### src/rtl/c64_glue_pkg.sv
/*
 * c64 glue shared definitions
 * host address map, register widths, overlay colours and geometry,
 * and the framebuffer word seen as one word or as four bytes
 */
package c64_glue_pkg;

  //////////////////////////////////////////////////
  // host address map

  localparam int adr_w = 12;

  localparam logic [adr_w-1:0] reg_osd_ctrl   = 12'h000;
  localparam logic [adr_w-1:0] reg_kbd_lo     = 12'h004;
  localparam logic [adr_w-1:0] reg_kbd_hi     = 12'h008;
  localparam logic [adr_w-1:0] reg_c64_ctrl   = 12'h00c;
  localparam logic [adr_w-1:0] reg_drive_stat = 12'h100;

  // 2 KB window, selected by address bit 11
  localparam logic [adr_w-1:0] fb_base = 12'h800;
  localparam int fb_words = 512;
  localparam int fb_aw    = $clog2(fb_words);

  //////////////////////////////////////////////////
  // register widths

  // run, port 1 src, port 2 src, cartridge type
  localparam int c64_ctrl_w = 7;
  localparam int osd_ctrl_w = 2;
  localparam int kbd_w      = 64;
  localparam int key_w      = 16;
  localparam int joy_w      = 5;
  localparam int track_w    = 7;

  // joystick source codes, anything else is idle
  localparam logic [1:0] src_pad1 = 2'b01;
  localparam logic [1:0] src_pad2 = 2'b10;

  // counter values of the two 1 MHz phases
  localparam logic [2:0] ph1_phase = 3'd0;
  localparam logic [2:0] ph2_phase = 3'd4;

  //////////////////////////////////////////////////
  // overlay geometry and colours

  localparam int osd_w         = 256;
  localparam int osd_h         = 64;
  localparam int osd_h_compact = 8;

  localparam logic [23:0] osd_fg_rgb = 24'hff_ff_ff;
  localparam logic [23:0] osd_bg_rgb = 24'h30_40_50;

  // host reads the word, the scan reads one byte lane
  typedef union packed {
    logic [31:0]     word;
    logic [3:0][7:0] bytes;
  } fb_word_u;

endpackage
### src/rtl/phase_enable_gen.sv
/*
 * 1 MHz phase enable generator
 * splits the 8 MHz clock into ph1/ph2 enables and holds the
 * emulator in reset until a ph2 boundary after run is set
 */
module phase_enable_gen (
  input  logic clk_8mhz,
  input  logic rst,
  input  logic i_run,
  output logic o_ph1_en,
  output logic o_ph2_en,
  output logic o_emu_rst
);
  import c64_glue_pkg::*;

  logic [2:0] phase_cnt;
  logic [2:0] phase_nxt;

  assign phase_nxt = phase_cnt + 3'd1;

  // enables are registered against the next count
  always_ff @(posedge clk_8mhz) begin
    if (rst) begin
      phase_cnt <= '0;
      o_ph1_en  <= 1'b0;
      o_ph2_en  <= 1'b0;
    end else begin
      phase_cnt <= phase_nxt;
      o_ph1_en  <= (phase_nxt == ph1_phase);
      o_ph2_en  <= (phase_nxt == ph2_phase);
    end
  end

  // released only at ph2, so the first phase seen is ph1
  always_ff @(posedge clk_8mhz) begin
    if (rst) begin
      o_emu_rst <= 1'b1;
    end else if (o_ph2_en) begin
      o_emu_rst <= ~i_run;
    end
  end

  a_ph_exclusive: assert property (@(posedge clk_8mhz) disable iff (rst)
    !(o_ph1_en && o_ph2_en));

endmodule

### config.mk
export PLATFORM = sky130hd
export DESIGN_NAME = phase_enable_gen
export DESIGN_NICKNAME = d
export VERILOG_FILES = /design/src/rtl/c64_glue_pkg.sv /design/src/rtl/phase_enable_gen.sv
export SDC_FILE = /design/constraint.sdc
export NUM_CORES = 1
export LEC_CHECK = 0
export BUFFER_PORTS_ARGS = -buffer_cell sky130_fd_sc_hd__buf_2
export CAP_MARGIN = 30
export CORE_AREA = 2 2 39 41
export CTS_CLUSTER_DIAMETER = 50
export CTS_CLUSTER_SIZE = 28
export DETAILED_ROUTE_END_ITERATION = 7
export DIE_AREA = 0 0 41 43
export HOLD_SLACK_MARGIN = 0.03
export PLACE_DENSITY = 0.33
export SYNTH_ARGS = -nofsm -noshare
export SYNTH_HDL_FRONTEND = slang
export SYNTH_SLANG_ARGS = --single-unit
### constraint.sdc
create_clock -name clk_8mhz -period 1.2 [get_ports clk_8mhz]
set_input_delay 0.06 -clock clk_8mhz [delete_from_list [all_inputs] [get_ports clk_8mhz]]
set_output_delay 0.06 -clock clk_8mhz [all_outputs]
set_load 0.05 [all_outputs]
==> impl_metrics.env <==
export IMPL_required_ns=1.39
export IMPL_routed_wl_um=352
export IMPL_die_area_um2=1760
export IMPL_drv_slew=0
export IMPL_core_area_um2=1380
export IMPL_portBuffers=5
export IMPL_yosysSeqAreaShare=0.596
export IMPL_firstDrtPassIters=2
export IMPL_path_clk_slew_ns=0.05
export IMPL_fillers=157
export IMPL_detail_route_antenna_nets=0
export IMPL_vias=147
export IMPL_post_cts_buffers=0
export IMPL_routed_via_density=3.59
export IMPL_setup_viol=0
export IMPL_worstHoldStart="rst"
export IMPL_syn_area_um2=201
export IMPL_reg2regPathDepth=3
export IMPL_hold_path_depth=2
export IMPL_synth_top_area_share=0.596
export IMPL_status="finished clean"
export IMPL_post_dp_cell_area_um2=246
export IMPL_cts_tree="yes"
export IMPL_rsz0062_at_grt="no"
export IMPL_fp_row_count=14
export IMPL_r2r_start="phase_cnt[0]$_SDFF_PP0_"
export IMPL_switching_share=0.225
export IMPL_maxSlewHeadroom=0.827
export IMPL_areaGrowthSynthToFinish_pct=33.5
export IMPL_wl_per_cell_um=8.59
export IMPL_synth_area_top_cells="dfxtp_1 60%, ha_1 12%, and3b_1 4.3%"
export IMPL_final_core_utilization=0.194
export IMPL_grt_ovfl_total=0
export IMPL_diodes=0
export IMPL_wl_met1_um=137
export IMPL_hp_class="in2reg"
export IMPL_combPwrFrac=0.065
export IMPL_critPathCaptureType="register"
export IMPL_p_leak_nw=0.121
export IMPL_multi_input_area_um2=81.3
export IMPL_cts_buffer_depth=2
export IMPL_layoutNonFillerInstCount=41
export IMPL_start_util=0.146
export IMPL_worst_r2r_setup_slack_ns=0.17
export IMPL_cts_max_level=1
export IMPL_die_w_um=41
export IMPL_grt_max_degree=7
export IMPL_clock_sinks=6
export IMPL_min_to="phase_cnt[0]$_SDFF_PP0_"
export IMPL_grt_use_total=0.0563
export IMPL_drc=0
export IMPL_synth_nets=22
export IMPL_power_density_nw_per_um2=1610
export IMPL_post_route_period_util=0.860
export IMPL_drt_initial_drc_count=3
export IMPL_criticalPathCategory="reg2reg"
export IMPL_final_cell_mix="6 x dfxtp_1, 5 x buf_2, 3 x clkbuf_4"
export IMPL_syn_inst=17
export IMPL_grt_first_pass_wirelength_um=531
export IMPL_cp_start_kind="register"
export IMPL_root_buffer="clkbuf_4"
export IMPL_power_switching_uw=97.5
export IMPL_fin_hold_ws_ns=0.0402
export IMPL_route_met3_wl_um=63
export IMPL_clkPwrFrac=0.438
export IMPL_met2_wirelength_um=151
export IMPL_finClkSkew_ns=0.000505
export IMPL_drv_cap=0
export IMPL_cts_resized=0
export IMPL_clock_fmax_mhz=969
export IMPL_pin_count=6
export IMPL_yosys_warnings=0
export IMPL_gp_congestion=0.643
export IMPL_design_area_um2=269
export IMPL_die_h_um=43
export IMPL_cts_made_buffers=3
export IMPL_critPathArrivalTime_ns=1.22
export IMPL_syn_avg_cell_area_um2=11.8
export IMPL_ys_ff_latch=6
export IMPL_insertion_delay_ns=0.25
export IMPL_grt_pass1_vias=146
export IMPL_hold_buffers=0
export IMPL_seqCellArea_um2=120
export IMPL_peakVddDrop_uv=486
export IMPL_hold_viol_final=0
export IMPL_rr_endpoint="o_ph1_en$_SDFF_PP0_"
export IMPL_intPower_uw=336
export IMPL_worst_pin_slew_ns=0.258
export IMPL_setup_tns_ns=0
export IMPL_fin_nets=32
export IMPL_min_period_ns=1.03
export IMPL_top_layer="met3"
export IMPL_synth_area_leader_cell="dfxtp_1"
export IMPL_placedCellCount=38
export IMPL_layout_drive_gt1_share=0.320
export IMPL_yosysUniqueCellTypes=10
export IMPL_critPathMaxFanout=3
export IMPL_antenna_found_initial=0
export IMPL_final_common_cell="dfxtp_1"
export IMPL_seqPwrFrac=0.496
==> kinds of logic (layout without fill, tap and decap cells) <==
family / Yosys count / count (layout) / synth area share
buffers and inverters: 0 / 8 / 0
and+or+nand+nor: 7 / 7 / 0.199
DFF: 6 / 6 / 0.596
xor gates and xnor gates: 1 / 1 / 0.0435
adders and majority gates: 2 / 2 / 0.124
AOI/OAI and AO/OA: 1 / 1 / 0.0373
==> critical path, stage by stage, from the launching register on <==
cell	delay [ns]
dfxtp_1	0.32
ha_1	0.21
xnor2_1	0.26
and3b_1	0.19
==> final cells by class <==
type / instances / area share
sequential: 6 / 0.447
timing repair buffer: 5 / 0.0930
clock buffer: 3 / 0.0837
multi-input combinational: 11 / 0.302
tap: 16 / 0.0744
==> power by group through the flow <==
stage | Combinational [mW] | Clock, mW | Sequential [mW]
5_1_grt | 0.0316 | 0.213 | 0.217
4_1_cts | 0.0290 | 0.199 | 0.215
3_5_place_dp | 0.0283 | 0 | 0.219
2_1_floorplan | 0.0139 | 0 | 0.223
6_report | 0.0284 | 0.190 | 0.215
3_3_place_gp | 0.0274 | 0 | 0.218
==> synth_stat cells, drive strengths merged <==
cell and count:
or2 1, dfxtp 6, and3b 1, xnor2 1, nor2 2, a21o 1, nand2 1, nor2b 1
nor3b 1, ha 2
==> how the worst max path moves through the flow <==
stage | start | end | slack, ns | depth (start not counted)
3_5_place_dp | phase_cnt[0]$_SDFF_PP0_ | o_ph1_en$_SDFF_PP0_ | 0.21 | 3
4_1_cts | phase_cnt[0]$_SDFF_PP0_ | o_ph1_en$_SDFF_PP0_ | 0.19 | 3
6_report | phase_cnt[0]$_SDFF_PP0_ | o_ph1_en$_SDFF_PP0_ | 0.17 | 3
2_1_floorplan | o_emu_rst$_SDFFE_PP1P_ | o_emu_rst$_SDFFE_PP1P_ | 0.19 | 2
5_1_grt | phase_cnt[0]$_SDFF_PP0_ | o_ph1_en$_SDFF_PP0_ | 0.12 | 3
3_3_place_gp | phase_cnt[0]$_SDFF_PP0_ | o_ph1_en$_SDFF_PP0_ | 0.22 | 3
==> routing by layer <==
| metal | vias up | GRT usage |
|---|---|---|
| met5 | - | 0 |
| met4 | 0 | 0.0200 |
| met3 | 0 | 0.0942 |
| met2 | 9 | 0.0781 |
| met1 | 67 | 0.0323 |
| li1 | 71 | - |
==> flip-flops by register name, summed over array words and instances (netlist names) <==
name	flops
o_ph2_en	1
o_emu_rst	1
o_ph1_en	1
phase_cnt	3
==> through the flow <==
stage          setup slack, ns  total power, mW
2_1_floorplan            0.190            0.236
3_3_place_gp             0.223            0.245
3_5_place_dp             0.212            0.247
4_1_cts                  0.186            0.443
5_1_grt                  0.115            0.461
6_report                 0.168            0.433
(Power assumes the default switching activity.)
