## config.mk

```make
export PLATFORM = sky130hd
export DESIGN_NAME = osd_overlay
export DESIGN_NICKNAME = d
export VERILOG_FILES = /design/src/rtl/c64_glue_pkg.sv /design/src/rtl/osd_overlay.sv
export SDC_FILE = /design/constraint.sdc
export NUM_CORES = 1
export LEC_CHECK = 0
export BUFFER_PORTS_ARGS = -buffer_cell sky130_fd_sc_hd__buf_2
export CAP_MARGIN = 40
export CORE_MARGIN = 3
export CORE_UTILIZATION = 51
export CTS_BUF_LIST = sky130_fd_sc_hd__clkbuf_4 sky130_fd_sc_hd__clkbuf_8
export CTS_CLUSTER_DIAMETER = 100
export CTS_CLUSTER_SIZE = 40
export DETAILED_ROUTE_END_ITERATION = 8
export PLACE_DENSITY = 0.88
export SLEW_MARGIN = 10
export SYNTH_ARGS = -nofsm -noshare
export SYNTH_HDL_FRONTEND = slang
export SYNTH_SLANG_ARGS = --single-unit
```

## constraint.sdc

```tcl
create_clock -name clk_8mhz -period 4 [get_ports clk_8mhz]
set_input_delay 1.2 -clock clk_8mhz [delete_from_list [all_inputs] [get_ports clk_8mhz]]
set_output_delay 1.2 -clock clk_8mhz [all_outputs]
set_load 0.01 [all_outputs]
```

## src/rtl/c64_glue_pkg.sv

```systemverilog
/*
 * c64 glue shared definitions
 * host address map, register widths, overlay colours and geometry,
 * and the framebuffer word seen as one word or as four bytes
 */
package c64_glue_pkg;

  //////////////////////////////////////////////////
  // host address map

  localparam int adr_w = 12;

  localparam logic [adr_w-1:0] reg_osd_ctrl   = 12'h000;
  localparam logic [adr_w-1:0] reg_kbd_lo     = 12'h004;
  localparam logic [adr_w-1:0] reg_kbd_hi     = 12'h008;
  localparam logic [adr_w-1:0] reg_c64_ctrl   = 12'h00c;
  localparam logic [adr_w-1:0] reg_drive_stat = 12'h100;

  // 2 KB window, selected by address bit 11
  localparam logic [adr_w-1:0] fb_base = 12'h800;
  localparam int fb_words = 512;
  localparam int fb_aw    = $clog2(fb_words);

  //////////////////////////////////////////////////
  // register widths

  // run, port 1 src, port 2 src, cartridge type
  localparam int c64_ctrl_w = 7;
  localparam int osd_ctrl_w = 2;
  localparam int kbd_w      = 64;
  localparam int key_w      = 16;
  localparam int joy_w      = 5;
  localparam int track_w    = 7;

  // joystick source codes, anything else is idle
  localparam logic [1:0] src_pad1 = 2'b01;
  localparam logic [1:0] src_pad2 = 2'b10;

  // counter values of the two 1 MHz phases
  localparam logic [2:0] ph1_phase = 3'd0;
  localparam logic [2:0] ph2_phase = 3'd4;

  //////////////////////////////////////////////////
  // overlay geometry and colours

  localparam int osd_w         = 256;
  localparam int osd_h         = 64;
  localparam int osd_h_compact = 8;

  localparam logic [23:0] osd_fg_rgb = 24'hff_ff_ff;
  localparam logic [23:0] osd_bg_rgb = 24'h30_40_50;

  // host reads the word, the scan reads one byte lane
  typedef union packed {
    logic [31:0]     word;
    logic [3:0][7:0] bytes;
  } fb_word_u;

endpackage
```

## src/rtl/osd_overlay.sv

```systemverilog
/*
 * OSD overlay
 * tracks the raster, fetches OSD bytes inside the window and
 * lays the 1-bit pixels over the emulator video
 */
module osd_overlay (
  input  logic                              clk_8mhz,
  input  logic                              rst,
  input  logic                              i_osd_enable,
  input  logic                              i_osd_compact,
  input  logic                              i_vid_hs,
  input  logic                              i_vid_vs,
  input  logic                              i_vid_de,
  input  logic [23:0]                       i_emu_rgb,
  input  logic [7:0]                        i_scan_byte,
  output logic                              o_scan_fetch,
  output logic [c64_glue_pkg::fb_aw+1:0]    o_scan_addr,
  output logic [23:0]                       o_vid_rgb
);
  import c64_glue_pkg::*;

  logic [8:0] osd_x;
  logic [8:0] osd_y;
  logic       in_win;
  logic       osd_active;
  logic       fetch_q;
  logic [7:0] pix_shift;

  //////////////////////////////////////////////////
  // raster counters

  always_ff @(posedge clk_8mhz) begin
    if (rst) begin
      osd_x <= '0;
      osd_y <= '0;
    end else if (i_vid_vs) begin
      osd_y <= '0;
    end else if (i_vid_hs) begin
      osd_x <= '0;
      // x only moves on de, so nonzero means a visible row
      if (osd_x != '0) begin
        osd_y <= osd_y + 9'd1;
      end
    end else if (i_vid_de) begin
      osd_x <= osd_x + 9'd1;
    end
  end

  //////////////////////////////////////////////////
  // window and fetch

  assign in_win = (osd_x < osd_w) &&
                  (i_osd_compact ? (osd_y < osd_h_compact) : (osd_y < osd_h));
  assign osd_active = i_osd_enable && i_vid_de && in_win;

  // 32 bytes per row, 8 pixels per byte
  assign o_scan_fetch = osd_active && (osd_x[2:0] == 3'd0);
  assign o_scan_addr  = {osd_y[5:0], osd_x[7:3]};

  always_ff @(posedge clk_8mhz) begin
    if (rst) begin
      fetch_q <= 1'b0;
    end else begin
      fetch_q <= o_scan_fetch;
    end
  end

  // byte arrives one cycle after the fetch
  always_ff @(posedge clk_8mhz) begin
    if (fetch_q) begin
      pix_shift <= i_scan_byte;
    end else if (i_vid_hs) begin
      pix_shift <= '0;
    end else begin
      pix_shift <= {pix_shift[6:0], 1'b0};
    end
  end

  //////////////////////////////////////////////////
  // mixer

  always_comb begin
    if (!i_vid_de) begin
      o_vid_rgb = '0;
    end else if (osd_active) begin
      o_vid_rgb = pix_shift[7] ? osd_fg_rgb : osd_bg_rgb;
    end else begin
      o_vid_rgb = i_emu_rgb;
    end
  end

endmodule

```

==> results of run 1 <==
[worst reg2reg max path: stages, from the launching register on]
cell,delay (ps)
dfxtp_1,430
inv_1,70
ha_1,200
nor4b_2,180
a21bo_1,310
or4_1,530
a21oi_1,140
[through the flow]
| stage | hold slack [ps] | total power [mW] | cell area (um2) | setup WS [ps] |
|---|---|---|---|---|
| after floorplan | 420 | 0.335 | 1510 | 573 |
| after global placement | 423 | 0.372 | 1780 | 9.11 |
| after detailed placement | 433 | 0.375 | 1780 | 165 |
| after CTS | 467 | 0.492 | 1810 | 157 |
| after global routing | 476 | 0.510 | 1810 | 31.7 |
| final | 463 | 0.487 | 1810 | 148 |
[worst paths after layout]
path | start | to | slack (ps) | cells after the start
worst max-delay path | i_vid_de | o_vid_rgb[23] | 150 | 6
worst min-delay path | pix_shift[1] | pix_shift[2] | 460 | 1
worst max register to register | osd_x[0] | osd_y[5] | 2090 | 6
worst min register to register | pix_shift[1] | pix_shift[2] | 460 | 1
[layout make-up]
type	count	share of cell area (%)
Timing Repair Buffer	77	21.7
Sequential cell	27	29.8
Inverter	4	0.828
Tap cell	31	2.14
Multi-Input combinational cell	121	43.9
Clock buffer	3	1.24
Clock inverter	1	0.414
[registers in the layout (all words and copies together) (netlist names)]
signal     cells
pix_shift      8
osd_y          9
osd_x          9
fetch_q        1
[power by group through the flow]
stage | logic, mW | registers, mW | clock network (mW)
after global placement | 0.0887 | 0.284 | 0
after floorplan | 0.0530 | 0.282 | 0
after global routing | 0.0994 | 0.279 | 0.131
after CTS | 0.0914 | 0.278 | 0.123
after detailed placement | 0.0910 | 0.284 | 0
final | 0.0903 | 0.278 | 0.119
[cell usage after synthesis (3+ instances only)]
| library cell | n | share of area, % |
|---|---|---|
| dfxtp_1 | 27 | 36 |
| a21o_1 | 20 | 9.9 |
| nor2_1 | 14 | 3.5 |
| buf_4 | 11 | 5.5 |
| xnor2_1 | 10 | 5.8 |
| a21oi_1 | 9 | 3.0 |
| nand2_1 | 9 | 2.2 |
| a22o_1 | 6 | 3.5 |
| nand4_1 | 6 | 2.5 |
| buf_6 | 5 | 3.7 |
| nor4_1 | 5 | 2.1 |
| o21a_1 | 5 | 2.5 |
| o21ai_0 | 5 | 1.7 |
| inv_1 | 4 | 0.99 |
| nor2b_1 | 4 | 1.7 |
| buf_2 | 3 | 0.99 |
| ha_1 | 3 | 2.5 |
| nand3_1 | 3 | 0.99 |
| or3_1 | 3 | 1.2 |
[cells by family after synthesis]
| logic type | after synthesis |
|---|---|
| buffers and inverters | 25 |
| adders and majority gates | 3 |
| and+or+nand+nor | 56 |
| AOI/OAI and AO/OA | 51 |
| DFF | 27 |
| xor gates and xnor gates | 11 |
[per-layer routing]
metal	up-vias	global-route usage [%]
met5	-	0
met3	13	2.98
met2	83	36.1
li1	726	-
met4	0	10.5
met1	664	22.3
==> metrics.cfg, run 1 <==
[outcome]
outcome=finished clean

[cts]
cts-root-buf=clkbuf_4
clock_latency_ps=320
cts_hold_buf=0
cts_tree=yes
cts_setup_buffers=0
cts_buffers=3
cts_resized=0
cts_htree_levels=1
clk_pin_slew_ps=140
clockBufferDepth=2
cts.sinks=27

[grt]
grt_pass1_wl_mm=5.45
grt_max_degree=20
antenna_found_initial=0
first_global_vias=1254
track_usage_pct=19.9
globalRouteOverflowTotal=0

[logic_synthesis]
synth_cell_types=36
synth-compound-area-share_pct=23.5
synth-simple-area-share_pct=20.3
synthAdderAreaFrac_pct=2.48
netlist_area_mm2=0.00151
synth-seq-area-share_pct=35.7
synthMuxAreaShare_pct=0
yosys_warnings=0
synth_nets=215
synth_cells=173
synth_top_family_by_area=compound AO/OA/AOI/OAI gates
synth_edf_count=0
synth-xor-area-share_pct=6.36
avgSynthCellArea_um2=8.75
ys_seq_elements=27
synthArstFlopShare_pct=0
ys.flop_type=dfxtp_1

[worst_setup_path]
worstPathArrival_ps=2650
end_kind=output pin
critPathRequiredTime_ps=2800
critical_path_buf_inv_count=3
cp_cell_sequence=buf_2, and4_1, nor2b_1, buf_4, a21o_1, buf_2
path_max_fanout=11
cp_top_family=simple AND/OR/NAND/NOR gates
crit_type=input port to output pin
startpoint_type=input port
max_stage_delay_ps=550
crit_top_cell=buf_2
critPathSlowestCell=nor2b_1

[flow_run]
max_cap_viol_count=0

[cells_and_area]
ff_latch_area_um2=541
n_fill_cell=236
drive_gt1_share_pct=36.1
mostFrequentLayoutCell=buf_2
fin_util_pct=65.2
final_cell_mix=74 x buf_2, 27 x dfxtp_1, 20 x a21o_1
n_antenna_cell=0
multi_input_area_um2=797
nNetsFinal=276
final_cells=264
area_delta_synth_final_pct=19.8

[drt]
ant_nets=0
remaining_drc_errors=0
viasPerCell=5.63
wire_per_inst_um=14.2
routed.top_layer=met4
drt_first_iter_violations=64
wl_met1_mm=1.43
met3_length_um=385
drt-pass1-iter-count=4
wl_mm=3.76
wl_met2_mm=1.82
routed-via-count=1486

[timing]
slew_violations=0
tightest_slew_ps=696
slew_headroom_pct=53.5
max_freq_mhz=260
min_period_ps=3850
timing.final.crit_share_pct=96.3
rsz0062_at_grt=false
setup_violations=0
setup_tns_ps=0
hold_violations=0
skew_ps=2.24

[power]
pwr-share-clk_pct=24.4
seqPwrFrac_pct=57.1
p_switching_mw=0.130
p_int_mw=0.357
ir_drop_mv=0.219
pwr-share-comb_pct=18.5
p_leak_nw=0.936
switching_share_pct=26.7
pwr_density_cell_mw_per_mm2=269

[floorplan]
fp-row-count=19
die_h_um=60.5
dieArea_mm2=0.00366
die_w_um=60.5
start_util_pct=54.4
core_mm2=0.00278
boundaryPins=75

[place]
hpwl_mm=3.04
gp_congestion=0.787
dp_cells=260
port_buffers=74

[min_path]
hold_class=register to register

Power figures use the tool's default switching activity.
==> inputs of run 2 (changes only) <==
Settings changed: BUFFER_PORTS_ARGS -buffer_cell sky130_fd_sc_hd__buf_2 to unset, CORE_UTILIZATION 51 to 65, DONT_BUFFER_PORTS set to 1, PLACE_DENSITY 0.88 to 0.81.
==> run 2 against run 1 <==
Compared with the run above: fmax increased by 6.4%; final area decreased by 21%; worst hold slack about the same; via count decreased by 22%; critical path depth decreased by 2; wire length decreased by 12%; non-clock buffer count decreased by 76; power decreased by 6.3%; register-to-register slack about the same; final cell count decreased by 30%; die area decreased by 20%.
==> metrics.cfg, run 2 (synthesis results as in run 1) <==
[power]
p_leak_nw=0.597  ; was 0.936 nW
p_total_mw=0.457  ; was 0.487 mW
pwr_density_cell_mw_per_mm2=320  ; was 269 mW/mm2
ir_drop_mv=0.308  ; was 0.219 mV

[timing]
slew_headroom_pct=59.8  ; was 53.5%
max_freq_mhz=276  ; was 260 MHz
setup_violations=0  ; unchanged
slew_violations=0  ; unchanged
rsz0062_at_grt=false  ; unchanged
tightest_slew_ps=603  ; was 696 ps
setup_tns_ps=0  ; unchanged
setup_ws_ps=381  ; was 148 ps
min_period_ps=3620  ; was 3850 ps
skew_ps=5.83  ; was 2.24 ps
timing.final.crit_share_pct=90.5  ; was 96.3%
hold_violations=0  ; unchanged
timing.hold.ws_ps=462  ; was 463 ps

[worst_setup_path]
rrSetupSlack_ps=2080  ; was 2090 ps
critPathRequiredTime_ps=2800  ; about the same
r2r-end=osd_y[5]  ; unchanged
critPathSlowestCell=and2_1  ; was nor2b_1
critical_path_buf_inv_count=0  ; was 3
crit_type=input port to output pin  ; unchanged
cp_top_family=simple AND/OR/NAND/NOR gates  ; unchanged
cp_cell_sequence=o31ai_1, and4_1, and2_1, a21o_1  ; was buf_2, and4_1, nor2b_1, buf_4, a21o_1, buf_2
path_max_fanout=19  ; was 11
startpoint_type=input port  ; unchanged
reg2reg_depth=6  ; unchanged
max_stage_delay_ps=560  ; was 550 ps
worstPathArrival_ps=2420  ; was 2650 ps
end_kind=output pin  ; unchanged
r2r-start=osd_x[0]  ; unchanged

[cts]
clock_latency_ps=330  ; was 320 ps
clockBufferDepth=2  ; unchanged
cts-root-buf=clkbuf_4  ; unchanged
cts_tree=yes  ; unchanged
cts_buffers=3  ; unchanged
clk_pin_slew_ps=150  ; was 140 ps
cts_hold_buf=0  ; unchanged
cts_resized=0  ; unchanged
cts_htree_levels=1  ; unchanged
cts.sinks=27  ; unchanged
cts_setup_buffers=0  ; unchanged

[drt]
drt_first_iter_violations=30  ; was 64
remaining_drc_errors=0  ; unchanged
routed-via-count=1164  ; was 1486
ant_nets=0  ; unchanged
drt-pass1-iter-count=4  ; unchanged
viasPerCell=6.33  ; was 5.63
wl_mm=3.32  ; was 3.76 mm
wire_per_inst_um=18.0  ; was 14.2 um

[cells_and_area]
drive_gt1_share_pct=5.10  ; was 36.1%
nNetsFinal=200  ; was 276
area_delta_synth_final_pct=-5.87  ; was 19.8%
reg_top3=osd_x (9), osd_y (9), pix_shift (8)  ; unchanged
mostFrequentLayoutCell=dfxtp_1  ; was buf_2
n_antenna_cell=0  ; unchanged
final_cell_mix=27 x dfxtp_1, 20 x a21o_1, 14 x nor2_1  ; was 74 x buf_2, 27 x dfxtp_1, 20 x a21o_1

[grt]
grt_use_met1_pct=25.3  ; was 22.3%
track_usage_pct=22.6  ; was 19.9%
globalRouteOverflowTotal=0  ; unchanged
grtUsageMet2_pct=38.6  ; was 36.1%
grt_max_degree=20  ; unchanged
antenna_found_initial=0  ; unchanged
grtUsageMet3_pct=9.26  ; was 2.98%
busiest_layer=met2  ; unchanged
first_global_vias=1042  ; was 1254
grt_pass1_wl_mm=4.81  ; was 5.45 mm

[flow_run]
max_cap_viol_count=0  ; unchanged

[floorplan]
core_mm2=0.00208  ; was 0.00278 mm2
die_w_um=54.3  ; was 60.5 um
boundaryPins=75  ; unchanged
fp-row-count=16  ; was 19
start_util_pct=72.7  ; was 54.4%
die_h_um=54.3  ; was 60.5 um
dieArea_mm2=0.00294  ; was 0.00366 mm2

[place]
pre_cts_ws_ps=374  ; was 165 ps
hpwl_mm=2.65  ; was 3.04 mm
gp_congestion=0.812  ; was 0.787
port_buffers=0  ; was 74

[min_path]
hold_depth=1  ; unchanged
hold_start=pix_shift[3]  ; was pix_shift[1]
hold_class=register to register  ; unchanged
min_to=pix_shift[4]  ; was pix_shift[2]

[outcome]
outcome=finished clean  ; unchanged

-- run 2: cell types whose count changed in the layout (fill, tap and decap cells not counted), sizes merged --
cell      delta
buf         -76
clkinvlp     -1
inv          +1
-- run 2: worst max-delay path by stage --
stage               depth (start not counted)            end           from
detailed placement                          4   o_vid_rgb[1]  i_osd_compact
CTS                                         4   o_vid_rgb[1]  i_osd_compact
finish                                      4   o_vid_rgb[0]  i_osd_compact
global placement                            4   o_vid_rgb[0]  i_osd_compact
floorplan                                   7  o_vid_rgb[10]       i_vid_de
global route                                4  o_vid_rgb[15]  i_osd_compact
-- run 2: power by group --
group | switching (mW) | total (mW) | internal [mW]
logic | 0.0315 | 0.0522 | 0.0208
registers | 0.00350 | 0.278 | 0.275
clock network | 0.0856 | 0.126 | 0.0409
total | 0.121 | 0.457 | 0.336
-- run 2: metal layers --
metal | part of all wire (%) | vias up
li1 | - | 574
met1 | 38 | 531
met2 | 51 | 55
met3 | 10 | 4
met4 | 1.2 | 0
met5 | 0 | -
-- run 2: cell type report --
class | count | area [um2]
inverters | 4 | 15.0
clock inverters | 1 | 8.76
repair buffers | 1 | 7.51
multi-input cells | 121 | 797
well taps | 27 | 33.8
flip-flops and latches | 27 | 541
clock buffers | 3 | 22.5
fillers | 178 | 657
-- run 2: stage by stage --
step	cells	cell area [um2]	util, %
final	184	1430	68.4
after global routing	184	1430	68.4
after CTS	184	1430	68.4
after detailed placement	180	1390	66.9
after global placement	179	1390	66.6
after floorplan	173	1510	-
