## src/rtl/c64_glue_pkg.sv

```systemverilog
/*
 * c64 glue shared definitions
 * host address map, register widths, overlay colours and geometry,
 * and the framebuffer word seen as one word or as four bytes
 */
package c64_glue_pkg;

  //////////////////////////////////////////////////
  // host address map

  localparam int adr_w = 12;

  localparam logic [adr_w-1:0] reg_osd_ctrl   = 12'h000;
  localparam logic [adr_w-1:0] reg_kbd_lo     = 12'h004;
  localparam logic [adr_w-1:0] reg_kbd_hi     = 12'h008;
  localparam logic [adr_w-1:0] reg_c64_ctrl   = 12'h00c;
  localparam logic [adr_w-1:0] reg_drive_stat = 12'h100;

  // 2 KB window, selected by address bit 11
  localparam logic [adr_w-1:0] fb_base = 12'h800;
  localparam int fb_words = 512;
  localparam int fb_aw    = $clog2(fb_words);

  //////////////////////////////////////////////////
  // register widths

  // run, port 1 src, port 2 src, cartridge type
  localparam int c64_ctrl_w = 7;
  localparam int osd_ctrl_w = 2;
  localparam int kbd_w      = 64;
  localparam int key_w      = 16;
  localparam int joy_w      = 5;
  localparam int track_w    = 7;

  // joystick source codes, anything else is idle
  localparam logic [1:0] src_pad1 = 2'b01;
  localparam logic [1:0] src_pad2 = 2'b10;

  // counter values of the two 1 MHz phases
  localparam logic [2:0] ph1_phase = 3'd0;
  localparam logic [2:0] ph2_phase = 3'd4;

  //////////////////////////////////////////////////
  // overlay geometry and colours

  localparam int osd_w         = 256;
  localparam int osd_h         = 64;
  localparam int osd_h_compact = 8;

  localparam logic [23:0] osd_fg_rgb = 24'hff_ff_ff;
  localparam logic [23:0] osd_bg_rgb = 24'h30_40_50;

  // host reads the word, the scan reads one byte lane
  typedef union packed {
    logic [31:0]     word;
    logic [3:0][7:0] bytes;
  } fb_word_u;

endpackage
```

## src/rtl/core_ctrl_regs.sv

```systemverilog
/*
 * host control registers
 * wishbone classic slave with the overlay, emulator and keyboard
 * registers, drive status readback, joystick routing and the
 * handshake toward the OSD framebuffer
 */
module core_ctrl_regs (
  input  logic                                clk_8mhz,
  input  logic                                rst,
  input  logic                                i_wb_cyc,
  input  logic                                i_wb_stb,
  input  logic                                i_wb_we,
  input  logic [c64_glue_pkg::adr_w-1:0]      i_wb_adr,
  input  logic [31:0]                         i_wb_dat,
  input  logic [3:0]                          i_wb_sel,
  output logic [31:0]                         o_wb_dat,
  output logic                                o_wb_ack,
  input  logic [c64_glue_pkg::key_w-1:0]      i_pad1_key,
  input  logic [c64_glue_pkg::key_w-1:0]      i_pad2_key,
  input  logic                                i_drive_motor,
  input  logic                                i_drive_led,
  input  logic [c64_glue_pkg::track_w-1:0]    i_drive_track,
  input  logic                                i_fb_ack,
  input  logic [31:0]                         i_fb_rdata,
  output logic                                o_fb_req,
  output logic                                o_run,
  output logic                                o_osd_enable,
  output logic                                o_osd_compact,
  output logic [1:0]                          o_cart_type,
  output logic [c64_glue_pkg::kbd_w-1:0]      o_kbd_mask,
  output logic [c64_glue_pkg::joy_w-1:0]      o_joy1,
  output logic [c64_glue_pkg::joy_w-1:0]      o_joy2
);
  import c64_glue_pkg::*;

  logic                  wb_req;
  logic                  fb_sel;
  logic                  reg_hit;
  logic                  reg_wr;
  logic                  reg_ack;
  logic [31:0]           rd_mux;
  logic [31:0]           rd_q;
  logic [osd_ctrl_w-1:0] osd_ctrl;
  logic [c64_ctrl_w-1:0] c64_ctrl;

  assign wb_req  = i_wb_cyc & i_wb_stb;
  assign fb_sel  = (i_wb_adr >= fb_base);
  // one ack per request, the master drops stb after it
  assign reg_hit = wb_req & ~fb_sel & ~reg_ack;
  // full-word writes only
  assign reg_wr  = reg_hit & i_wb_we & (i_wb_sel == 4'hf);

  // held until the framebuffer answers
  assign o_fb_req = wb_req & fb_sel & ~i_fb_ack;

  //////////////////////////////////////////////////
  // control registers

  always_ff @(posedge clk_8mhz) begin
    if (rst) begin
      osd_ctrl   <= '0;
      c64_ctrl   <= '0;
      o_kbd_mask <= '0;
    end else if (reg_wr) begin
      case (i_wb_adr)
        reg_osd_ctrl: osd_ctrl <= i_wb_dat[osd_ctrl_w-1:0];
        reg_kbd_lo:   o_kbd_mask[31:0] <= i_wb_dat;
        reg_kbd_hi:   o_kbd_mask[63:32] <= i_wb_dat;
        reg_c64_ctrl: c64_ctrl <= i_wb_dat[c64_ctrl_w-1:0];
        default:      ;
      endcase
    end
  end

  assign o_osd_enable  = osd_ctrl[0];
  assign o_osd_compact = osd_ctrl[1];
  assign o_run         = c64_ctrl[0];
  assign o_cart_type   = c64_ctrl[6:5];

  //////////////////////////////////////////////////
  // readback and acknowledge

  // unmapped addresses read as zero
  always_comb begin
    case (i_wb_adr)
      reg_osd_ctrl:   rd_mux = {{(32-osd_ctrl_w){1'b0}}, osd_ctrl};
      reg_kbd_lo:     rd_mux = o_kbd_mask[31:0];
      reg_kbd_hi:     rd_mux = o_kbd_mask[63:32];
      reg_c64_ctrl:   rd_mux = {{(32-c64_ctrl_w){1'b0}}, c64_ctrl};
      reg_drive_stat: rd_mux = {{(30-track_w){1'b0}}, i_drive_motor, i_drive_led, i_drive_track};
      default:        rd_mux = '0;
    endcase
  end

  always_ff @(posedge clk_8mhz) begin
    if (rst) begin
      reg_ack <= 1'b0;
    end else begin
      reg_ack <= reg_hit;
    end
  end

  always_ff @(posedge clk_8mhz) begin
    if (reg_hit) begin
      rd_q <= rd_mux;
    end
  end

  assign o_wb_ack = reg_ack | i_fb_ack;
  assign o_wb_dat = i_fb_ack ? i_fb_rdata : rd_q;

  //////////////////////////////////////////////////
  // joystick routing

  function automatic logic [joy_w-1:0] pick_joy(input logic [1:0] src);
    case (src)
      src_pad1: pick_joy = i_pad1_key[joy_w-1:0];
      src_pad2: pick_joy = i_pad2_key[joy_w-1:0];
      default:  pick_joy = '0;
    endcase
  endfunction

  assign o_joy1 = pick_joy(c64_ctrl[2:1]);
  assign o_joy2 = pick_joy(c64_ctrl[4:3]);

  // covers the framebuffer ack path as well
  a_ack_in_cycle: assert property (@(posedge clk_8mhz) disable iff (rst)
    o_wb_ack |-> i_wb_cyc);

endmodule

```

## config.mk

```make
export PLATFORM = sky130hd
export DESIGN_NAME = core_ctrl_regs
export DESIGN_NICKNAME = d
export VERILOG_FILES = /design/src/rtl/c64_glue_pkg.sv /design/src/rtl/core_ctrl_regs.sv
export SDC_FILE = /design/constraint.sdc
export NUM_CORES = 1
export LEC_CHECK = 0
export BUFFER_PORTS_ARGS = -buffer_cell sky130_fd_sc_hd__buf_2
export CORE_UTILIZATION = 51
export DETAILED_ROUTE_END_ITERATION = 12
export PLACE_DENSITY = 0.95
export SYNTH_ARGS = -nofsm -noshare
export SYNTH_HDL_FRONTEND = slang
export SYNTH_SLANG_ARGS = --single-unit
```

## constraint.sdc

```tcl
create_clock -name clk_8mhz -period 6.5 [get_ports clk_8mhz]
set_clock_uncertainty 0.1 [all_clocks]
set_input_delay 0 -clock clk_8mhz [delete_from_list [all_inputs] [get_ports clk_8mhz]]
set_output_delay 0 -clock clk_8mhz [all_outputs]
set_load 0.02 [all_outputs]
```

==> flow_metrics.env, run 1 <==
export IMPL_outcome="completed"
export IMPL_num_vias=5495
export IMPL_cp_data_required_time_ns=6.60
export IMPL_nNetsFinal=872
export IMPL_synth_edf_count=32
export IMPL_via_per_inst=6.25
export IMPL_worst_slew_pin_slew_ns=1.31
export IMPL_routedWlPerCell_microns=19.6
export IMPL_synth_top_cell_by_area="dfxtp_1"
export IMPL_clock_sinks=106
export IMPL_slowest_stage="nand3_1"
export IMPL_clk_pin_slew_worst_paths_ns=0.10
export IMPL_yosys_warnings=0
export IMPL_cts_buffer_depth=2
export IMPL_htreeDepth=3
export IMPL_hp_class="in -> reg"
export IMPL_maxCapViolCount=0
export IMPL_place_ws_ns=3.22
export IMPL_setup_tns_final_ns=0
export IMPL_synth_seq_cells=106
export IMPL_met2_usage=0.537
export IMPL_p_clk_frac=0.330
export IMPL_io_buffer_count=217
export IMPL_power_density_nw_per_um2=181
export IMPL_endpoint_kind="flop"
export IMPL_placed_cells=822
export IMPL_grt_met1_usage=0.369
export IMPL_grt_ovfl_total=0
export IMPL_antenna_found_initial=1
export IMPL_routed_wl_microns=17300
export IMPL_die_area_sq_um=10600
export IMPL_grt_busiest_layer="met2"
export IMPL_syn_nets=654
export IMPL_synthDistinctLibCells=39
export IMPL_finalHoldViolCount=0
export IMPL_drc=0
export IMPL_core_area_sq_um=9820
export IMPL_arrival_ns=3.50
export IMPL_synthArstFlopShare=0
export IMPL_post_cts_resized=0
export IMPL_syn_area_per_cell_sq_um=9.94
export IMPL_p_seq_frac=0.553
export IMPL_min_period_over_period=0.523
export IMPL_p_int_uw=930
export IMPL_drtIter0Drc=390
export IMPL_grt_pass1_wl_microns=26100
export IMPL_cts_tree="done"
export IMPL_ant_nets=0
export IMPL_start_util=0.530
export IMPL_synth_area_top_cells="dfxtp_1 28%, edfxtp_1 18%, mux2_2 8.0%"
export IMPL_rsz0062_at_grt="false"
export IMPL_final_cells=879
export IMPL_synthFlopType="dfxtp_1"
export IMPL_worst_setup_path_start_kind="flop"
export IMPL_place_area_sq_um=6230
export IMPL_synth_area_sq_um=5200
export IMPL_max_freq_mhz=294
export IMPL_seq_area_frac_synth=0.470
export IMPL_grt_max_degree=82
export IMPL_setup_viol=0
export IMPL_io_pins=240
export IMPL_p_leak_nw=2.75
export IMPL_holdWs_ns=0.0196
export IMPL_finalCriticalPeriod_ns=3.40
export IMPL_worstSetupPathType="reg -> reg"
export IMPL_crit_chain="nor4bb_4, buf_4, nand3_1, o21ai_0, a21oi_1"
export IMPL_floorplan_rows=36
export IMPL_worst_slack_ns=3.10
export IMPL_p_switching_uw=307
export IMPL_synth_top_area_frac=0.285
export IMPL_clock_latency_ns=0.36
export IMPL_cp_slowest_stage_delay_ns=1.10
export IMPL_crit_fanout=68
export IMPL_comb_power_share=0.116
export IMPL_firstDrtPassIters=6
export IMPL_grt_use_met3=0.0868
export IMPL_maxSlewViolCount=0
export IMPL_die_h_microns=103
export IMPL_relSlewSlack=0.124
export IMPL_synthCells=523
export IMPL_cts_made_buffers=9
export IMPL_cts_root_buf="clkbuf_8"
export IMPL_hpwl_microns=10800
export IMPL_areaGrowthSynthToFinish_pct=31.4
export IMPL_peakVddDrop_mv=0.152
export IMPL_grt_pass1_vias=5450
export IMPL_gr_usage_all_layers=0.323
export IMPL_drive_gt1_frac=0.389
export IMPL_antennaDiodeCount=0
export IMPL_die_x_microns=103
export IMPL_swShare=0.248
export IMPL_post_route_cell_area_sq_um=6830
export IMPL_gp_congestion=1.03
worst max-delay path, delay by kind of cell, from the launching register on:
kind                   cells  cell delay (ns)
and+or+nand+nor            2             1.35
AOI/OAI and AO/OA          2             0.78
buffers and inverters      1             0.67
DFF                        1             0.34
cells by family after synthesis:
kind of cell             after synthesis  synth area share
AND/OR/NAND/NOR                      126             0.157
multiplexers                          48             0.106
flip-flops                           106             0.470
adder cells (fa/ha/maj)                4           0.00963
buffers and inverters                 64            0.0621
AO/OA/AOI/OAI                        175             0.195
cell type report:
| class | instances | area [sq um] |
|---|---|---|
| Multi-Input combinational cell | 353 | 2460 |
| Sequential cell | 106 | 2440 |
| Fill cell | 769 | 2990 |
| Tap cell | 133 | 166 |
| Timing Repair Buffer | 265 | 1550 |
| Clock inverter | 6 | 63.8 |
| Inverter | 6 | 22.5 |
| Clock buffer | 10 | 128 |
layer usage:
metal	vias to the layer above	share of wire
met1	2552	0.37
li1	2429	-
met3	80	0.098
met5	-	0.00075
met4	2	0.035
met2	432	0.49
final timing paths:
check	depth (start not counted)	startpoint	slack (ns)	end
setup / recovery	5	reg_ack$_SDFF_PP0_	3.10	o_kbd_mask[53]$_SDFFE_PP0P_
hold / removal	3	i_drive_track[1]	0.02	rd_q[1]$_DFFE_PP_
setup reg to reg	5	reg_ack$_SDFF_PP0_	3.10	o_kbd_mask[53]$_SDFFE_PP0P_
hold reg to reg	2	osd_ctrl[1]$_SDFFE_PP0P_	0.39	osd_ctrl[1]$_SDFFE_PP0P_
synth_stat cells, drive strengths merged (4+ instances only):
cell type  instances
mux2              37
a22oi             15
nor2              14
ha                 4
buf               27
clkbuf            31
nand4             65
edfxtp            32
mux2i              9
o21ai             69
nand2b            17
nor4               5
a22o              23
dfxtp             74
inv                6
nand2              6
a21oi             64
power groups by stage:
stage	combinational, mW	sequential [mW]	clock (mW)
after floorplan	0.0636	0.699	0
after global placement	0.117	0.700	0
after detailed placement	0.120	0.700	0
after CTS	0.140	0.685	0.413
after global routing	0.153	0.685	0.444
final	0.144	0.685	0.408
placed cells by master, fill, tap and decap left out, types with 2 or more instances in the layout:
master and instances:
inv_1 6, or2_2 2, a22oi_1 15, a21oi_1 64, nor4_4 2, a22o_1 23
mux2i_1 9, or4_4 2, nor2b_1 2, nand2b_1 17, a222oi_1 2, dfxtp_1 74
nor2_1 13, mux4_2 2, nand4_1 65, o21ai_1 5, inv_6 2, mux2_2 37
dlygate4sd3_1 41, o21ai_0 64, nand2_1 6, buf_2 217, buf_4 7, clkbuf_8 9
ha_1 4, edfxtp_1 32, and4_1 2, nor4_1 3
state kept, by name, summed over array words and instances, names as in the netlist:
signal and cells:
o_kbd_mask 64, rd_q 32, c64_ctrl 7, osd_ctrl 2, reg_ack 1
per-stage QoR:
stage                      util  power, mW
after floorplan               -      0.763
after global placement    0.635      0.816
after detailed placement  0.635      0.820
after CTS                 0.696       1.24
after global routing      0.696       1.28
final                     0.696       1.24
repair_timing:
item | CTS | global route
endpoints found under the hold margin | 82 | 0
endpoints found under the setup margin | 0 | 0
hold buffers | 41 | 0
buffers inserted | 0 | 0
(Power assumes the default switching activity.)
==> inputs of run 2 (changes only) <==
- CORE_UTILIZATION: 51 -> 47
- PLACE_DENSITY: 0.95 -> 0.89
- clock period: 6.5 -> 3.4 ns (I/O delays scaled with it)
==> run 2 against run 1 <==
Against the previous run:
- first-iteration DRC count up 55%
- largest cell class unchanged
- largest power group unchanged
- utilization decreased by 5.4 points
- critical path depth rose by 1
- worst setup slack worse by 2.3 ns
- maximum frequency is 31% higher
- sequential cell count did not move
- die area up 8.3%
- critical endpoint is now o_kbd_mask[52]$_SDFFE_PP0P_
==> flow_metrics.env, run 2 (synthesis gave the netlist of run 1 again) <==
export IMPL_num_fill_cells=825
export IMPL_worst_slew_pin_slew_ns=0.852
export IMPL_outcome="completed"
export IMPL_maxCapViolCount=0
export IMPL_min_from="i_wb_adr[9]"
export IMPL_grt_max_degree=65
export IMPL_finalHoldViolCount=0
export IMPL_cp_depth=6
export IMPL_antenna_found_initial=0
export IMPL_reg_top3="o_kbd_mask x64, rd_q x32, c64_ctrl x7"
export IMPL_top_register="o_kbd_mask"
export IMPL_peakVddDrop_mv=0.232
export IMPL_gr_usage_all_layers=0.285
export IMPL_cp_slowest_stage_delay_ns=0.57
export IMPL_mostFrequentLayoutCells="217 x buf_2, 74 x dfxtp_1, 65 x nand4_1"
export IMPL_crit_fanout=25
export IMPL_drc=0
export IMPL_r2r_cells=6
export IMPL_crit_top_cell="buf_4"
export IMPL_grt_use_met3=0.0711
export IMPL_core_area_sq_um=10800
export IMPL_endpoint_kind="flop"
export IMPL_worst_setup_path_start_kind="flop"
export IMPL_endpoint="o_kbd_mask[52]$_SDFFE_PP0P_"
export IMPL_largest_reg_flops=64
export IMPL_via_per_inst=6.13
export IMPL_met2_usage=0.477
export IMPL_power_density_nw_per_um2=360
export IMPL_maxSlewViolCount=0
export IMPL_setup_viol=0
export IMPL_routed_wl_microns=16700
export IMPL_nNetsFinal=877
export IMPL_cts_tree="done"
export IMPL_rsz0062_at_grt="false"
export IMPL_hpwl_microns=11100
export IMPL_relSlewSlack=0.432
export IMPL_die_x_microns=107
export IMPL_arrival_ns=2.72
export IMPL_cts_buffer_depth=2
export IMPL_crit_chain="nor4bb_4, buf_4, nand3_1, buf_4, o21ai_0, a21oi_1"
export IMPL_grt_met1_usage=0.349
export IMPL_ant_nets=0
export IMPL_start_util=0.482
export IMPL_place_ws_ns=0.852
export IMPL_post_cts_buffers=0
export IMPL_drtIter0Drc=603
export IMPL_io_pins=240
export IMPL_drive_gt1_frac=0.391
export IMPL_min_period_over_period=0.763
export IMPL_routedWlPerCell_microns=18.8
export IMPL_floorplan_rows=38
export IMPL_firstDrtPassIters=7
export IMPL_grt_pass1_vias=5178
export IMPL_clock_latency_ns=0.36
export IMPL_gp_congestion=1.00
export IMPL_grt_busiest_layer="met2"
export IMPL_p_leak_nw=2.79
export IMPL_grt_pass1_wl_microns=25800
export IMPL_cp_data_required_time_ns=3.53
export IMPL_worstSetupPathType="reg -> reg"
export IMPL_io_buffer_count=217
export IMPL_worst_slack_ns=0.806
export IMPL_max_freq_mhz=386
export IMPL_htreeDepth=3
export IMPL_hp_class="in -> reg"
export IMPL_cts_made_buffers=9
export IMPL_rr_endpoint="o_kbd_mask[52]$_SDFFE_PP0P_"
export IMPL_setup_worst_path_start="reg_ack$_SDFF_PP0_"
export IMPL_clock_sinks=106
export IMPL_setup_tns_final_ns=0
export IMPL_grt_ovfl_total=0
export IMPL_reg2reg_setup_slack_ns=0.81
export IMPL_slowest_stage="nand3_1"
export IMPL_finalCriticalPeriod_ns=2.59
export IMPL_die_area_sq_um=11500
export IMPL_cts_root_buf="clkbuf_8"
export IMPL_clk_pin_slew_worst_paths_ns=0.09
export IMPL_antennaDiodeCount=0
export IMPL_num_vias=5458
export IMPL_crit_family="simple AND/OR/NAND/NOR gates"
export IMPL_r2r_start="reg_ack$_SDFF_PP0_"
export IMPL_areaGrowthSynthToFinish_pct=33.2
export IMPL_die_h_microns=107
export IMPL_mostFrequentLayoutCell="buf_2"
export IMPL_path_buf_inv=2
==> run 2: what timing repair did <==
action                    in CTS  in global routing
hold endpoints to repair      82                  0
hold buffers                  42                  0
resized for setup              0                  0
==> run 2: per-layer routing <==
layer / routed length (microns) / up-vias
met4: 490 / 0
met3: 1630 / 55
met5: 0 / -
met1: 6410 / 2554
met2: 8190 / 404
li1: - / 2445
==> run 2: worst min-delay path by stage <==
| stage | endpoint | slack, ns | depth (start not counted) |
|---|---|---|---|
| 2_1_floorplan | o_kbd_mask[0]$_SDFFE_PP0P_ | 0.05 | 2 |
| 3_3_place_gp | o_kbd_mask[39]$_SDFFE_PP0P_ | 0.17 | 3 |
| 3_5_place_dp | o_kbd_mask[8]$_SDFFE_PP0P_ | 0.18 | 3 |
| 4_1_cts | rd_q[1]$_DFFE_PP_ | 0.005 | 3 |
| 5_1_grt | rd_q[1]$_DFFE_PP_ | 0.04 | 3 |
| 6_report | rd_q[1]$_DFFE_PP_ | 0.04 | 3 |
==> run 2: final cells by class <==
| cell class | instances | area (sq um) | share of cell area |
|---|---|---|---|
| well taps | 140 | 175 | 0.0253 |
| clock inverters | 6 | 106 | 0.0154 |
| multi-input cells | 353 | 2460 | 0.355 |
| inverters | 6 | 22.5 | 0.00325 |
| repair buffers | 270 | 1590 | 0.229 |
| clock buffers | 10 | 128 | 0.0184 |
| flip-flops and latches | 106 | 2440 | 0.353 |
==> run 2: tightest hold or removal path, stage by stage <==
cell	delay, ns
buf_2	0.10
or3_1	0.17
nor4_1	0.07
==> run 2: report_power, final <==
group	switching [mW]	internal (mW)
Combinational	0.145	0.130
Clock	0.424	0.486
Sequential	0.00308	1.31
Total	0.572	1.92
==> run 2: through the flow <==
stage | hold WS [ns] | std cells | utilization | power, mW | instance area [sq um]
2_1_floorplan | 0.0543 | 523 | - | 1.46 | 5200
3_3_place_gp | 0.170 | 833 | 0.581 | 1.56 | 6270
3_5_place_dp | 0.177 | 833 | 0.581 | 1.57 | 6270
4_1_cts | 0.00540 | 891 | 0.642 | 2.50 | 6920
5_1_grt | 0.0403 | 891 | 0.642 | 2.57 | 6920
6_report | 0.0440 | 891 | 0.642 | 2.49 | 6920
